File: src/design/core_pkg.sv
// ~~~~~~~~~~~~~~~~~~~~~~~~~~~~~~~~~~~~~~~~
// Widths, encodings and fixed addresses
// Only the RV32I subset the core decodes
// Trap target is fixed, no mtvec
// ~~~~~~~~~~~~~~~~~~~~~~~~~~~~~~~~~~~~~~~~
`default_nettype none

package core_pkg;

  // Datapath and instruction widths
  localparam int unsigned XLEN = 32;
  localparam int unsigned ILEN = 32;

  // Register file addressing
  localparam int unsigned REG_BITS = 5;
  localparam int unsigned NUM_REGS = 32;

  // BTB geometry, word aligned PCs
  localparam int unsigned BTB_BITS    = 4;
  localparam int unsigned BTB_ENTRIES = 1 << BTB_BITS;
  localparam int unsigned BTB_TAG_LEN = XLEN - BTB_BITS - 2;

  // Reset fetch address and exception target
  localparam logic [XLEN-1:0] BOOT_PC = 32'h0000_0000;
  localparam logic [XLEN-1:0] TRAP_PC = 32'h0000_0100;

  // Minor opcode fields
  localparam logic [2:0] F3_ADD_SUB = 3'b000;
  localparam logic [2:0] F3_BEQ     = 3'b000;
  localparam logic [2:0] F3_BNE     = 3'b001;
  localparam logic [6:0] F7_BASE    = 7'b000_0000;
  localparam logic [6:0] F7_SUB     = 7'b010_0000;

  // Major opcodes in instr[6:0]
  typedef enum logic [6:0] {
    OP_IMM = 7'b001_0011,
    OP     = 7'b011_0011,
    BRANCH = 7'b110_0011,
    JAL    = 7'b110_1111
  } opcode_t;

  // mcause style exception codes
  typedef enum logic [3:0] {
    EXC_NONE          = 4'd0,
    EXC_ILLEGAL_INSTR = 4'd2
  } except_code_t;

endpackage

`default_nettype wire

File: src/design/fetch_if.sv
// ~~~~~~~~~~~~~~~~~~~~~~~~~~~~~~~~~~~~~~~~
// Fetch channel, front end to back end
// Transfer on valid and ready both high
// ~~~~~~~~~~~~~~~~~~~~~~~~~~~~~~~~~~~~~~~~
`timescale 1ns/1ps
`default_nettype none

interface fetch_if;

  logic                      valid;
  logic                      ready;
  logic [core_pkg::XLEN-1:0] pc;
  logic [core_pkg::ILEN-1:0] instr;
  // Prediction made when the word was requested
  logic                      pred_taken;
  logic [core_pkg::XLEN-1:0] pred_target;

  modport fe (output valid, pc, instr, pred_taken, pred_target, input ready);
  modport be (input valid, pc, instr, pred_taken, pred_target, output ready);

endinterface

`default_nettype wire

File: src/design/resolve_if.sv
// ~~~~~~~~~~~~~~~~~~~~~~~~~~~~~~~~~~~~~~~~
// Branch resolution, back end to front end
// valid pulses once per retired branch
// ~~~~~~~~~~~~~~~~~~~~~~~~~~~~~~~~~~~~~~~~
`timescale 1ns/1ps
`default_nettype none

interface resolve_if;

  logic                      valid;
  logic [core_pkg::XLEN-1:0] pc;
  // Taken target, also for not-taken branches
  logic [core_pkg::XLEN-1:0] target;
  logic                      taken;
  // Predicted next PC was wrong
  logic                      mispredict;

  modport be (output valid, pc, target, taken, mispredict);
  modport fe (input valid, pc, target, taken, mispredict);

endinterface

`default_nettype wire

File: src/design/branch_predictor.sv
// ~~~~~~~~~~~~~~~~~~~~~~~~~~~~~~~~~~~~~~~~
// Direct mapped BTB with 2-bit counters
// Lookup is combinational on lookup_pc_i
// ~~~~~~~~~~~~~~~~~~~~~~~~~~~~~~~~~~~~~~~~
`timescale 1ns/1ps
`default_nettype none

module branch_predictor (
  input  logic                      clk_i,
  input  logic                      rst_n_i,
  input  logic [core_pkg::XLEN-1:0] lookup_pc_i,
  output logic                      pred_taken_o,
  output logic [core_pkg::XLEN-1:0] pred_target_o,
  input  logic                      upd_valid_i,
  input  logic [core_pkg::XLEN-1:0] upd_pc_i,
  input  logic [core_pkg::XLEN-1:0] upd_target_i,
  input  logic                      upd_taken_i
);

  logic [core_pkg::BTB_ENTRIES-1:0] valid_q;
  logic [core_pkg::BTB_TAG_LEN-1:0] tag_q    [core_pkg::BTB_ENTRIES];
  logic [core_pkg::XLEN-1:0]        target_q [core_pkg::BTB_ENTRIES];
  logic [1:0]                       cnt_q    [core_pkg::BTB_ENTRIES];
  logic [core_pkg::BTB_BITS-1:0]    lk_idx;
  logic [core_pkg::BTB_BITS-1:0]    up_idx;
  logic                             lk_hit;
  logic                             up_hit;

  // Index skips the two byte offset bits
  assign lk_idx = lookup_pc_i[core_pkg::BTB_BITS+1:2];
  assign up_idx = upd_pc_i[core_pkg::BTB_BITS+1:2];
  assign lk_hit = valid_q[lk_idx] &&
                  (tag_q[lk_idx] == lookup_pc_i[core_pkg::XLEN-1:core_pkg::BTB_BITS+2]);
  assign up_hit = valid_q[up_idx] &&
                  (tag_q[up_idx] == upd_pc_i[core_pkg::XLEN-1:core_pkg::BTB_BITS+2]);

  // Taken on a hit with counter in the upper half
  assign pred_taken_o  = lk_hit && cnt_q[lk_idx][1];
  assign pred_target_o = target_q[lk_idx];

  // Entry valid bits, set when a taken outcome allocates
  always_ff @(posedge clk_i) begin
    if (!rst_n_i) begin
      valid_q <= '0;
    end else if (upd_valid_i && upd_taken_i) begin
      valid_q[up_idx] <= 1'b1;
    end
  end

  always_ff @(posedge clk_i) begin
    if (upd_valid_i) begin
      if (upd_taken_i && !up_hit) begin
        // New entry starts weakly taken
        tag_q[up_idx]    <= upd_pc_i[core_pkg::XLEN-1:core_pkg::BTB_BITS+2];
        target_q[up_idx] <= upd_target_i;
        cnt_q[up_idx]    <= 2'b10;
      end else if (upd_taken_i) begin
        target_q[up_idx] <= upd_target_i;
        if (cnt_q[up_idx] != 2'b11) cnt_q[up_idx] <= cnt_q[up_idx] + 2'd1;
      end else if (up_hit && cnt_q[up_idx] != 2'b00) begin
        cnt_q[up_idx] <= cnt_q[up_idx] - 2'd1;
      end
    end
  end

endmodule

`default_nettype wire

File: src/design/front_end.sv
// ~~~~~~~~~~~~~~~~~~~~~~~~~~~~~~~~~~~~~~~~
// PC generation and i-cache fetch
// One outstanding request, one buffer slot
// Redirect flushes the buffer at once
// ~~~~~~~~~~~~~~~~~~~~~~~~~~~~~~~~~~~~~~~~
`timescale 1ns/1ps
`default_nettype none

module front_end (
  input  logic                      clk_i,
  input  logic                      rst_n_i,
  output logic [core_pkg::XLEN-1:0] addr_o,
  output logic                      addr_valid_o,
  input  logic                      addr_ready_i,
  input  logic [core_pkg::ILEN-1:0] data_i,
  input  logic                      data_valid_i,
  output logic                      data_ready_o,
  fetch_if.fe                       fetch,
  resolve_if.fe                     res,
  input  logic                      except_i,
  input  logic [core_pkg::XLEN-1:0] except_pc_i
);

  logic [core_pkg::XLEN-1:0] pc_q;
  logic [core_pkg::XLEN-1:0] next_pc;
  logic [core_pkg::XLEN-1:0] mispred_pc;
  logic                      redirect;
  logic                      pred_taken;
  logic [core_pkg::XLEN-1:0] pred_target;
  logic                      addr_hs;
  logic                      rsp;
  logic                      keep_rsp;
  logic                      fetch_xfer;
  logic                      wait_q;
  logic                      drop_q;
  // Request in flight and its prediction
  logic [core_pkg::XLEN-1:0] inf_pc_q;
  logic                      inf_taken_q;
  logic [core_pkg::XLEN-1:0] inf_target_q;
  // Fetch buffer
  logic                      buf_valid_q;
  logic [core_pkg::XLEN-1:0] buf_pc_q;
  logic [core_pkg::ILEN-1:0] buf_instr_q;
  logic                      buf_taken_q;
  logic [core_pkg::XLEN-1:0] buf_target_q;

  branch_predictor u_btb (
    .clk_i         (clk_i),
    .rst_n_i       (rst_n_i),
    .lookup_pc_i   (pc_q),
    .pred_taken_o  (pred_taken),
    .pred_target_o (pred_target),
    .upd_valid_i   (res.valid),
    .upd_pc_i      (res.pc),
    .upd_target_i  (res.target),
    .upd_taken_i   (res.taken)
  );

  assign redirect   = except_i | res.mispredict;
  assign mispred_pc = res.taken ? res.target : res.pc + 32'd4;
  assign addr_hs    = addr_valid_o & addr_ready_i;
  assign rsp        = data_valid_i & wait_q;
  // Words of requests issued before a redirect are discarded
  assign keep_rsp   = rsp & ~drop_q & ~redirect;
  assign fetch_xfer = buf_valid_q & fetch.ready;
  // Buffer is free, or drains this cycle
  assign data_ready_o = ~buf_valid_q | fetch.ready;
  assign addr_o       = pc_q;

  // Exception, then mispredict, then BTB, then sequential
  always_comb begin
    if (except_i) begin
      next_pc = except_pc_i;
    end else if (res.mispredict) begin
      next_pc = mispred_pc;
    end else if (addr_hs) begin
      next_pc = pred_taken ? pred_target : pc_q + 32'd4;
    end else begin
      next_pc = pc_q;
    end
  end

  always_ff @(posedge clk_i) begin
    if (!rst_n_i) begin
      pc_q         <= core_pkg::BOOT_PC;
      addr_valid_o <= 1'b0;
      wait_q       <= 1'b0;
      drop_q       <= 1'b0;
      buf_valid_q  <= 1'b0;
    end else begin
      pc_q <= next_pc;
      // Request FSM, idle to request to wait
      if (addr_hs) begin
        addr_valid_o <= 1'b0;
        wait_q       <= 1'b1;
      end else if (!addr_valid_o && (!wait_q || rsp)) begin
        addr_valid_o <= 1'b1;
        wait_q       <= 1'b0;
      end
      // Stale request still pending
      if (redirect && (addr_hs || (wait_q && !rsp))) drop_q <= 1'b1;
      else if (rsp) drop_q <= 1'b0;
      if (redirect) buf_valid_q <= 1'b0;
      else if (keep_rsp) buf_valid_q <= 1'b1;
      else if (fetch_xfer) buf_valid_q <= 1'b0;
    end
  end

  always_ff @(posedge clk_i) begin
    if (addr_hs) begin
      inf_pc_q     <= pc_q;
      inf_taken_q  <= pred_taken;
      inf_target_q <= pred_target;
    end
    if (keep_rsp) begin
      buf_pc_q     <= inf_pc_q;
      buf_instr_q  <= data_i;
      buf_taken_q  <= inf_taken_q;
      buf_target_q <= inf_target_q;
    end
  end

  assign fetch.valid       = buf_valid_q;
  assign fetch.pc          = buf_pc_q;
  assign fetch.instr       = buf_instr_q;
  assign fetch.pred_taken  = buf_taken_q;
  assign fetch.pred_target = buf_target_q;

endmodule

`default_nettype wire

File: src/design/back_end.sv
// ~~~~~~~~~~~~~~~~~~~~~~~~~~~~~~~~~~~~~~~~
// Decode, register file, single cycle ALU
// ADDI ADD SUB BEQ BNE JAL, rest is illegal
// Results registered the cycle after accept
// ~~~~~~~~~~~~~~~~~~~~~~~~~~~~~~~~~~~~~~~~
`timescale 1ns/1ps
`default_nettype none

module back_end (
  input  logic                          clk_i,
  input  logic                          rst_n_i,
  fetch_if.be                           fetch,
  resolve_if.be                         res,
  output logic                          except_o,
  output logic [core_pkg::XLEN-1:0]     except_pc_o,
  output logic                          commit_valid_o,
  output logic [core_pkg::XLEN-1:0]     commit_pc_o,
  output logic [core_pkg::REG_BITS-1:0] commit_rd_o,
  output logic [core_pkg::XLEN-1:0]     commit_data_o,
  output logic                          except_raised_o,
  output core_pkg::except_code_t        except_code_o
);

  logic [core_pkg::XLEN-1:0]     rf_q [core_pkg::NUM_REGS];
  core_pkg::opcode_t             opcode;
  logic [2:0]                    funct3;
  logic [6:0]                    funct7;
  logic [core_pkg::REG_BITS-1:0] rd;
  logic [core_pkg::REG_BITS-1:0] rs1;
  logic [core_pkg::REG_BITS-1:0] rs2;
  logic [core_pkg::XLEN-1:0]     op_a;
  logic [core_pkg::XLEN-1:0]     op_b;
  logic [core_pkg::XLEN-1:0]     imm_i;
  logic [core_pkg::XLEN-1:0]     imm_b;
  logic [core_pkg::XLEN-1:0]     imm_j;
  logic [core_pkg::XLEN-1:0]     seq_pc;
  logic [core_pkg::XLEN-1:0]     br_target;
  logic [core_pkg::XLEN-1:0]     next_pc;
  logic [core_pkg::XLEN-1:0]     pred_next_pc;
  logic [core_pkg::XLEN-1:0]     result;
  logic                          legal;
  logic                          is_ctrl;
  logic                          writes_rd;
  logic                          taken;
  logic                          accept;
  logic                          res_valid_q;
  logic                          redirect_q;
  logic                          except_q;
  logic [core_pkg::XLEN-1:0]     res_pc_q;
  logic [core_pkg::XLEN-1:0]     res_target_q;
  logic                          res_taken_q;

  // Field extraction
  assign opcode = core_pkg::opcode_t'(fetch.instr[6:0]);
  assign funct3 = fetch.instr[14:12];
  assign funct7 = fetch.instr[31:25];
  assign rd     = fetch.instr[11:7];
  assign rs1    = fetch.instr[19:15];
  assign rs2    = fetch.instr[24:20];
  assign imm_i  = {{20{fetch.instr[31]}}, fetch.instr[31:20]};
  assign imm_b  = {{19{fetch.instr[31]}}, fetch.instr[31], fetch.instr[7],
                   fetch.instr[30:25], fetch.instr[11:8], 1'b0};
  assign imm_j  = {{11{fetch.instr[31]}}, fetch.instr[31], fetch.instr[19:12],
                   fetch.instr[20], fetch.instr[30:21], 1'b0};

  // x0 is hardwired to zero on read
  assign op_a   = (rs1 == '0) ? '0 : rf_q[rs1];
  assign op_b   = (rs2 == '0) ? '0 : rf_q[rs2];
  assign seq_pc = fetch.pc + 32'd4;

  always_comb begin
    legal     = 1'b0;
    is_ctrl   = 1'b0;
    writes_rd = 1'b0;
    taken     = 1'b0;
    result    = '0;
    br_target = seq_pc;
    case (opcode)
      core_pkg::OP_IMM: begin
        if (funct3 == core_pkg::F3_ADD_SUB) begin
          legal     = 1'b1;
          writes_rd = 1'b1;
          result    = op_a + imm_i;
        end
      end
      core_pkg::OP: begin
        if (funct3 == core_pkg::F3_ADD_SUB && funct7 == core_pkg::F7_BASE) begin
          legal     = 1'b1;
          writes_rd = 1'b1;
          result    = op_a + op_b;
        end else if (funct3 == core_pkg::F3_ADD_SUB && funct7 == core_pkg::F7_SUB) begin
          legal     = 1'b1;
          writes_rd = 1'b1;
          result    = op_a - op_b;
        end
      end
      core_pkg::BRANCH: begin
        if (funct3 == core_pkg::F3_BEQ || funct3 == core_pkg::F3_BNE) begin
          legal     = 1'b1;
          is_ctrl   = 1'b1;
          br_target = fetch.pc + imm_b;
          taken     = (funct3 == core_pkg::F3_BNE) ? (op_a != op_b) : (op_a == op_b);
        end
      end
      core_pkg::JAL: begin
        // Link value is the return address
        legal     = 1'b1;
        is_ctrl   = 1'b1;
        writes_rd = 1'b1;
        taken     = 1'b1;
        br_target = fetch.pc + imm_j;
        result    = seq_pc;
      end
      default: ;
    endcase
  end

  assign next_pc      = taken ? br_target : seq_pc;
  assign pred_next_pc = fetch.pred_taken ? fetch.pred_target : seq_pc;
  assign accept       = fetch.valid & fetch.ready;

  always_ff @(posedge clk_i) begin
    if (!rst_n_i) begin
      commit_valid_o <= 1'b0;
      res_valid_q    <= 1'b0;
      redirect_q     <= 1'b0;
      except_q       <= 1'b0;
    end else begin
      commit_valid_o <= accept & legal;
      res_valid_q    <= accept & legal & is_ctrl;
      redirect_q     <= accept & legal & (next_pc != pred_next_pc);
      except_q       <= accept & ~legal;
    end
  end

  // Commit data is the value written, zero for rd = x0
  always_ff @(posedge clk_i) begin
    if (accept) begin
      commit_pc_o   <= fetch.pc;
      commit_rd_o   <= writes_rd ? rd : '0;
      commit_data_o <= (writes_rd && rd != '0) ? result : '0;
      res_pc_q      <= fetch.pc;
      res_target_q  <= br_target;
      res_taken_q   <= taken;
    end
    if (accept && legal && writes_rd && rd != '0) rf_q[rd] <= result;
  end

  // No accept while a redirect is on the wires
  assign fetch.ready     = ~(redirect_q | except_q);
  assign res.valid       = res_valid_q;
  assign res.pc          = res_pc_q;
  assign res.target      = res_target_q;
  assign res.taken       = res_taken_q;
  assign res.mispredict  = redirect_q;
  assign except_o        = except_q;
  assign except_pc_o     = core_pkg::TRAP_PC;
  assign except_raised_o = except_q;
  assign except_code_o   = except_q ? core_pkg::EXC_ILLEGAL_INSTR : core_pkg::EXC_NONE;

endmodule

`default_nettype wire

File: src/design/data_path.sv
// ~~~~~~~~~~~~~~~~~~~~~~~~~~~~~~~~~~~~~~~~
// Core top, only the i-cache port faces out
// i-cache must keep one request in flight
// ~~~~~~~~~~~~~~~~~~~~~~~~~~~~~~~~~~~~~~~~
`timescale 1ns/1ps
`default_nettype none

module data_path (
  input  logic                   clk_i,
  input  logic                   rst_n_i,
  output logic [31:0]            addr_o,
  output logic                   addr_valid_o,
  input  logic                   addr_ready_i,
  input  logic [31:0]            data_i,
  input  logic                   data_valid_i,
  output logic                   data_ready_o,
  output logic                   commit_valid_o,
  output logic [31:0]            commit_pc_o,
  output logic [4:0]             commit_rd_o,
  output logic [31:0]            commit_data_o,
  output logic                   except_raised_o,
  output core_pkg::except_code_t except_code_o
);

  // Exception redirect, back end to front end
  logic                      except;
  logic [core_pkg::XLEN-1:0] except_pc;

  fetch_if   fetch_bus ();
  resolve_if res_bus ();

  front_end u_front_end (
    .clk_i        (clk_i),
    .rst_n_i      (rst_n_i),
    .addr_o       (addr_o),
    .addr_valid_o (addr_valid_o),
    .addr_ready_i (addr_ready_i),
    .data_i       (data_i),
    .data_valid_i (data_valid_i),
    .data_ready_o (data_ready_o),
    .fetch        (fetch_bus.fe),
    .res          (res_bus.fe),
    .except_i     (except),
    .except_pc_i  (except_pc)
  );

  back_end u_back_end (
    .clk_i           (clk_i),
    .rst_n_i         (rst_n_i),
    .fetch           (fetch_bus.be),
    .res             (res_bus.be),
    .except_o        (except),
    .except_pc_o     (except_pc),
    .commit_valid_o  (commit_valid_o),
    .commit_pc_o     (commit_pc_o),
    .commit_rd_o     (commit_rd_o),
    .commit_data_o   (commit_data_o),
    .except_raised_o (except_raised_o),
    .except_code_o   (except_code_o)
  );

endmodule

`default_nettype wire

File: config.mk
export PLATFORM = sky130hd
export DESIGN_NAME = data_path
export DESIGN_NICKNAME = d
export VERILOG_FILES = /design/src/design/core_pkg.sv /design/src/design/fetch_if.sv /design/src/design/resolve_if.sv /design/src/design/branch_predictor.sv /design/src/design/front_end.sv /design/src/design/back_end.sv /design/src/design/data_path.sv
export SDC_FILE = /design/constraint.sdc
export NUM_CORES = 2
export LEC_CHECK = 0
export BUFFER_PORTS_ARGS = -buffer_cell sky130_fd_sc_hd__buf_4
export CAP_MARGIN = 10
export CORE_MARGIN = 5
export CORE_UTILIZATION = 57
export CTS_CLUSTER_DIAMETER = 150
export DETAILED_ROUTE_END_ITERATION = 6
export PLACE_DENSITY = 0.88
export REMOVE_ABC_BUFFERS = 1
export SYNTH_ARGS = -nofsm -noshare
export SYNTH_HDL_FRONTEND = slang
export SYNTH_SLANG_ARGS = --single-unit
File: constraint.sdc
create_clock -name clk_i -period 7.5 [get_ports clk_i]
set_input_delay 1.5 -clock clk_i [delete_from_list [all_inputs] [get_ports clk_i]]
set_output_delay 1.5 -clock clk_i [all_outputs]
set_load 0.02 [all_outputs]
# Word level (Yosys, flattened, before mapping)
# Memories as Yosys holds them, arrays and structs flattened. A register that Yosys moved wholly into a read port is not among the register bits.
# Cells that the tools add are included.
# word_totals
inputBits	36
ramBits	1984
romBits	0
memories	4
reg_bits	320
out_inout_bits	109
latchBits	0
# mem_list
memory	words	width	read_ports	rd_ports_with_merged_regs	wr	line	source
u_back_end.rf_q	32	32	2	2	1	back_end.sv:24	logic [core_pkg::XLEN-1:0] rf_q [core_pkg::NUM_REGS];
u_front_end.u_btb.target_q	16	32	1	1	1	branch_predictor.sv:22	logic [core_pkg::XLEN-1:0] target_q [core_pkg::BTB_ENTRIES];
u_front_end.u_btb.tag_q	16	26	2	2	1	branch_predictor.sv:21	logic [core_pkg::BTB_TAG_LEN-1:0] tag_q [core_pkg::BTB_ENTRIES];
u_front_end.u_btb.cnt_q	16	2	2	2	1	branch_predictor.sv:23	logic [1:0] cnt_q [core_pkg::BTB_ENTRIES];
# classes
add_sub_neg	10
n_mux	70
magnitude_cmp	3
bitwise	20
div	0
reduce_logical	37
n_mul	0
n_shift	0
eq_ne	12
# op_table
operator	n
$mux 32	13
$add 32x32->32	4
$add 32x3->32 const B	3
$pmux 32 s3	1
$ne 32x32->1	2
$pmux 32 s2	1
$eq 26x26->1	2
$mux 1	34
$eq 32x32->1	1
$mux 4	8
$sub 32x32->32	1
$logic_and 1x1->1	16
$or 16x16->16	1
$eq 7x6->1 const B	2
$eq 7x7->1 const B	2
$logic_not 5->1	2
$lt 4x5->1 const B	2
$mux 5	2
$reduce_bool 2->1	5
$and 1x1->1	9
$mux 9	1
$bmux 1 s4	2
$eq 7x5->1 const B	1
$logic_not 7->1	1
other kinds (18)	36

# Depth between registers and ports, before layout
# depth
depth_word	10
depth_mapped	26
depth_no_buf	22

# Hierarchy
# Synthesis repeated with hierarchy kept, for this count alone.
# hier_totals
hier_cells	6878
hier_area_um2	111932.4
# modules_own_cells
mod	n_inst	cells_each	area_per_inst_um2
back_end	1	4286	62029.5
branch_predictor	1	1923	41493.5
front_end	1	669	8409.3

# Worst setup path after synthesis
# No wires, ideal clock.
# synth_path
kind	reg-to-reg
from	register u_back_end.except_q, in the netlist u_back_end.except_o
to	memory u_back_end.rf_q[16][0] in the netlist's numbering (enable)
arrival_time_ns	7.165
setup_time_ns	0.461
n_path_buf	1
slack_ns	-0.126
path_stages_with_launch	7
required_time_ns	7.039
cell_sequence	dfxtp_1 -> nor2_1 -> and2_1 -> clkbuf_1 -> o21ai_0 -> or4_1 -> nor3_1
# synth_between
elab_chain_cells	8
# synth_lines
element	line	source
start, declared	back_end.sv:48	logic except_q;
start signal, assigned	back_end.sv:132	except_q <= accept & ~legal;
$or 1x1->1	back_end.sv:150	assign fetch.ready = ~(redirect_q | except_q);
$not 1->1	back_end.sv:150	
$and 1x1->1	back_end.sv:120	assign accept = fetch.valid & fetch.ready;
net u_back_end.accept	back_end.sv:45	logic accept;
$logic_and 1x1->1 (3 in a row)	back_end.sv:146	if (accept && legal && writes_rd && rd != '0) rf_q[rd] <= result;
$mux 1	back_end.sv:146	
$mux 1 (implied by the code)	back_end.sv:146	
end, declared	back_end.sv:24	
# The timed path passes the listed nets, and every way through them passes these cells.

==> results.md <==
Status:
- The run finished, with violations left.
- The checks that failed: design-rule violations.

STA:
- In this run the tightest slew margin relative to its limit is 13.6%.
- Clock skew on the completed layout was measured at 0.0825 ns.
- For the finished layout, the period the worst path requires is 7.11 ns.
- The number of pins with negative max-slew slack in the final report is 0.
- The number of hold-slack violations in the final timing report is 0.
- Setup repair after global routing left no endpoint under its margin.
- The transition time of the tightest slew-check pin is 1.30 ns.
- For the final routed database, the setup TNS stands at 0 ns.
- The post-route fraction of the period consumed by the critical path is 94.8%.
- Static timing analysis puts the maximum clock frequency at 141 MHz.
- The worst path meets setup with 0.387 ns of slack.
- The worst hold slack after final layout is 0.413 ns.
- The final number of setup-violating endpoints is 0.

Logic synthesis:
- Summing the sequential cell areas from Yosys gives 62.5% of the chip area.
- The XOR/XNOR share of the synthesized area is 1.94%.
- The number of register bits inferred by synthesis is 2321.
- The average instance area after synthesis is 17.9 um^2.
- In the synthesized netlist the dominant register cell turns out to be sky130_fd_sc_hd__edfxtp_1.
- The count of flip-flops with a built-in enable after synthesis is 2247.
- The dominant combinational cell family by area after synthesis is multiplexers.
- After Yosys synthesis, full adders, half adders and majority gates account for 1.72% of the synthesized area.
- Of all flip-flops after synthesis, the portion carrying an async set or reset was 0%.
- The share of cell area taken by muxes after synthesis is 23.0%.
- The total number of yosys warnings is 0.
- In this run the cell area of the synthesized design comes to 0.110 mm^2.
- In the synthesized netlist, the number of instances is 6154.
- The fraction of the mapped netlist area in simple logic gates is 4.14%.
- The fraction of the mapped netlist area in compound gates is 4.73%.
- The number of distinct standard cells referenced by the synthesized netlist is 88.

Global route:
- The largest net degree at the start of global routing is 105.
- The all-layer global routing usage is 34.0%.
- Summed over all layers, the global routing overflow is 0.
- The number of antenna violations at the first check in global routing was 12.
- The first global-routing pass estimated 494000 um of wire.
- The via count of the first global-routing pass is 69878.

Final layout:
- The ratio of cells with drive above 1 in the final layout is 29.0%.
- In the layout the commonest cells are sky130_fd_sc_hd__edfxtp_1, sky130_fd_sc_hd__mux4_2, sky130_fd_sc_hd__buf_4.
- The layout net count is 6592.
- After routing the design area is 0.123 mm^2.
- The library cell used most frequently in the layout, excluding fill and tap cells, is sky130_fd_sc_hd__edfxtp_1.
- The area growth from synthesis to layout is 11.4%.

Clocking:
- The number of setup buffers added after CTS is 0.
- TritonCTS built the clock tree.
- The later pin in the worst-skew pair is clocked with a latency of 0.92 ns.
- The clock transition at the registers of the reported paths is 0.07 ns.
- Buffers inserted to repair hold after CTS numbered 0.
- Gates resized during post-CTS repair numbered 0.
- The tree is rooted in a sky130_fd_sc_hd__clkbuf_16.
- The number of levels in the clock H-tree is 4.
- The clock passes through at most 3 buffers.
- The TritonCTS sink count is 2321.
- In this run, CTS created clock tree buffers numbering 219.

Pwr:
- The power density over the cells is 220 mW/mm^2.
- The post-route total power is 27100 uW.
- The worst-case vdd ir drop is 0.349 mV.
- Summed over all cells, the static leakage comes to 0.0376 uW.

Placed design:
- The last weighted congestion value of the routability-driven placer is 0.983.
- OpenSTA, run right after detailed placement, puts the worst setup slack at 0.649 ns.
- The cell area after placement is 0.116 mm^2.
- The count of port buffers added during placement is 141.
- The detailed placement HPWL is 204000 um.

Critical path:
- The data required time at the worst endpoint is 7.99 ns.
- The startpoint type of the worst setup path is a flip-flop.
- The arrival time of the worst setup path is 7.60 ns.
- STA classifies the critical path endpoint as a flip-flop.
- The start-to-end type of the worst setup path is reg -> reg.
- The number of cells traversed by the worst register-to-register path is 18.
- The maximum net fanout on the critical path is 73.

Die:
- For this configuration, the core starts out at a cell density of 57.3%.
- The height of the chip is 450 um.
- The overall die width is 450 um.
- The floorplan has 161 rows.
- The core box area is 0.193 mm^2.
- The I/O pin total is 145.
- The area enclosed by the die boundary is 0.202 mm^2.

Drt:
- For this run, design rule violations remaining after detail routing come to 9.
- In this run the remaining antenna-violating nets after routing total 0.
- Summed over all layers, the routed wires come to 347000 um.
- The routed layout has 69013 vias.
- Using the TritonRoute via totals, the vias-per-cell ratio works out to 7.56.
- In the final routed layout, each cell accounts on average for 38.0 um.
- The number of detailed-routing iterations run before antenna repair is 7.
- In this run, the number of DRC markers left after iteration 0 of detailed routing was 12327.

Min path:
- The worst hold path belongs to the class reg -> reg.
- The worst hold path begins at u_front_end.inf_pc_q[20]$_DFFE_PP_.
- The worst hold path was traced through 0 stages.

Flow run:
- The number of maximum-capacitance constraint violations is 0.
worst max-delay path, cell delays in order (launching register included):
cell                       delay, ns
sky130_fd_sc_hd__dfxtp_4        0.52
sky130_fd_sc_hd__buf_12         0.51
sky130_fd_sc_hd__mux4_2         0.61
sky130_fd_sc_hd__mux4_2         0.48
sky130_fd_sc_hd__mux2i_1        0.29
sky130_fd_sc_hd__nor2_1         0.16
sky130_fd_sc_hd__ha_1           0.40
sky130_fd_sc_hd__o21ai_0        0.15
sky130_fd_sc_hd__a21boi_0       0.14
sky130_fd_sc_hd__o21ai_0        0.27
sky130_fd_sc_hd__a21o_1         0.18
sky130_fd_sc_hd__a21boi_0       0.14
sky130_fd_sc_hd__o21a_1         0.24
sky130_fd_sc_hd__o31ai_1        0.67
sky130_fd_sc_hd__a311oi_1       0.24
sky130_fd_sc_hd__or2_2          0.34
sky130_fd_sc_hd__a31oi_1        0.25
sky130_fd_sc_hd__xnor2_1        0.11
sky130_fd_sc_hd__o21ai_2        0.94
cell usage after synthesis, types with 38 or more instances:
library cell | count | area, um^2
sky130_fd_sc_hd__a211oi_1 | 38 | 285
sky130_fd_sc_hd__a21o_1 | 90 | 676
sky130_fd_sc_hd__a21oi_1 | 211 | 1060
sky130_fd_sc_hd__buf_1 | 91 | 342
sky130_fd_sc_hd__clkbuf_1 | 240 | 901
sky130_fd_sc_hd__dfxtp_1 | 74 | 1480
sky130_fd_sc_hd__edfxtp_1 | 2247 | 67500
sky130_fd_sc_hd__ha_1 | 144 | 1800
sky130_fd_sc_hd__inv_1 | 118 | 443
sky130_fd_sc_hd__mux2i_1 | 63 | 631
sky130_fd_sc_hd__mux4_2 | 1074 | 24200
sky130_fd_sc_hd__nand2_1 | 251 | 942
sky130_fd_sc_hd__nand2b_1 | 62 | 388
sky130_fd_sc_hd__nand3_1 | 79 | 395
sky130_fd_sc_hd__nand4_1 | 45 | 282
sky130_fd_sc_hd__nor2_1 | 277 | 1040
sky130_fd_sc_hd__nor2b_1 | 49 | 307
sky130_fd_sc_hd__nor3_1 | 47 | 235
sky130_fd_sc_hd__o21ai_0 | 152 | 761
sky130_fd_sc_hd__o22ai_1 | 39 | 244
sky130_fd_sc_hd__xnor2_1 | 165 | 1450
sky130_fd_sc_hd__xor2_1 | 79 | 692
where the power goes:
part           internal, uW  switching [uW]
Clock                  6110            5050
Combinational           769             947
Sequential            14100             110
Total                 21000            6110
final cells by class:
cell class	instances	area, um^2
Antenna cell	10	25.0
Sequential cell	2321	69000
Timing Repair Buffer	385	3230
Clock buffer	269	5670
Fill cell	12207	69700
Tap cell	2526	3160
Multi-Input combinational cell	3360	39900
Clock inverter	143	1460
Inverter	120	452
worst paths after layout:
check | end | slack [ns]
max | u_back_end.rf_q[17][31]$_DFFE_PP_ | 0.39
min | u_front_end.fetch.pc[20]$_DFFE_PP_ | 0.41
max reg2reg | u_back_end.rf_q[17][31]$_DFFE_PP_ | 0.39
min reg2reg | u_front_end.fetch.pc[20]$_DFFE_PP_ | 0.41
metal layers:
metal  track usage, %  part of all wire (%)  vias to the layer above
met5            0.213                 0.036                        -
met4             22.2                   8.3                        8
met3             10.3                    13                     1660
met2             54.1                    48                     6650
met1             40.6                    31                    34634
li1                 -                     -                    26061
cells by family (layout without fill, tap and decap cells):
family / Yosys count / in the layout
buffers and inverters: 507 / 917
other: 1 / 45
adders and majority gates: 149 / 149
muxes: 1176 / 1176
and+or+nand+nor: 956 / 956
DFF: 2321 / 2321
AOI/OAI and AO/OA: 800 / 800
xor gates and xnor gates: 244 / 244
per-stage QoR:
step	instances	utilization, %
2_1_floorplan	5801	-
3_3_place_gp	8709	60.1
3_5_place_dp	8709	60.1
4_1_cts	9121	63.8
5_1_grt	9126	63.8
6_report	9134	63.8
state kept, by name, indices dropped and copies added, names as in the netlist, 5 cells and up, named ones only:
name	flops
u_front_end.fetch.pc	32
u_front_end.u_btb.valid_q	16
u_front_end.inf_pc_q	32
u_front_end.fetch.pred_target	32
u_front_end.u_btb.target_q	512
u_back_end.commit_data_o	32
u_back_end.res.target	32
u_front_end.inf_target_q	32
u_back_end.rf_q	1024
u_front_end.u_btb.tag_q	416
u_back_end.commit_rd_o	5
u_front_end.u_btb.cnt_q	32
u_front_end.fetch.instr	32
u_back_end.commit_pc_o	31
u_front_end.addr_o	30
Note: power is estimated with default switching activity, not from simulation.
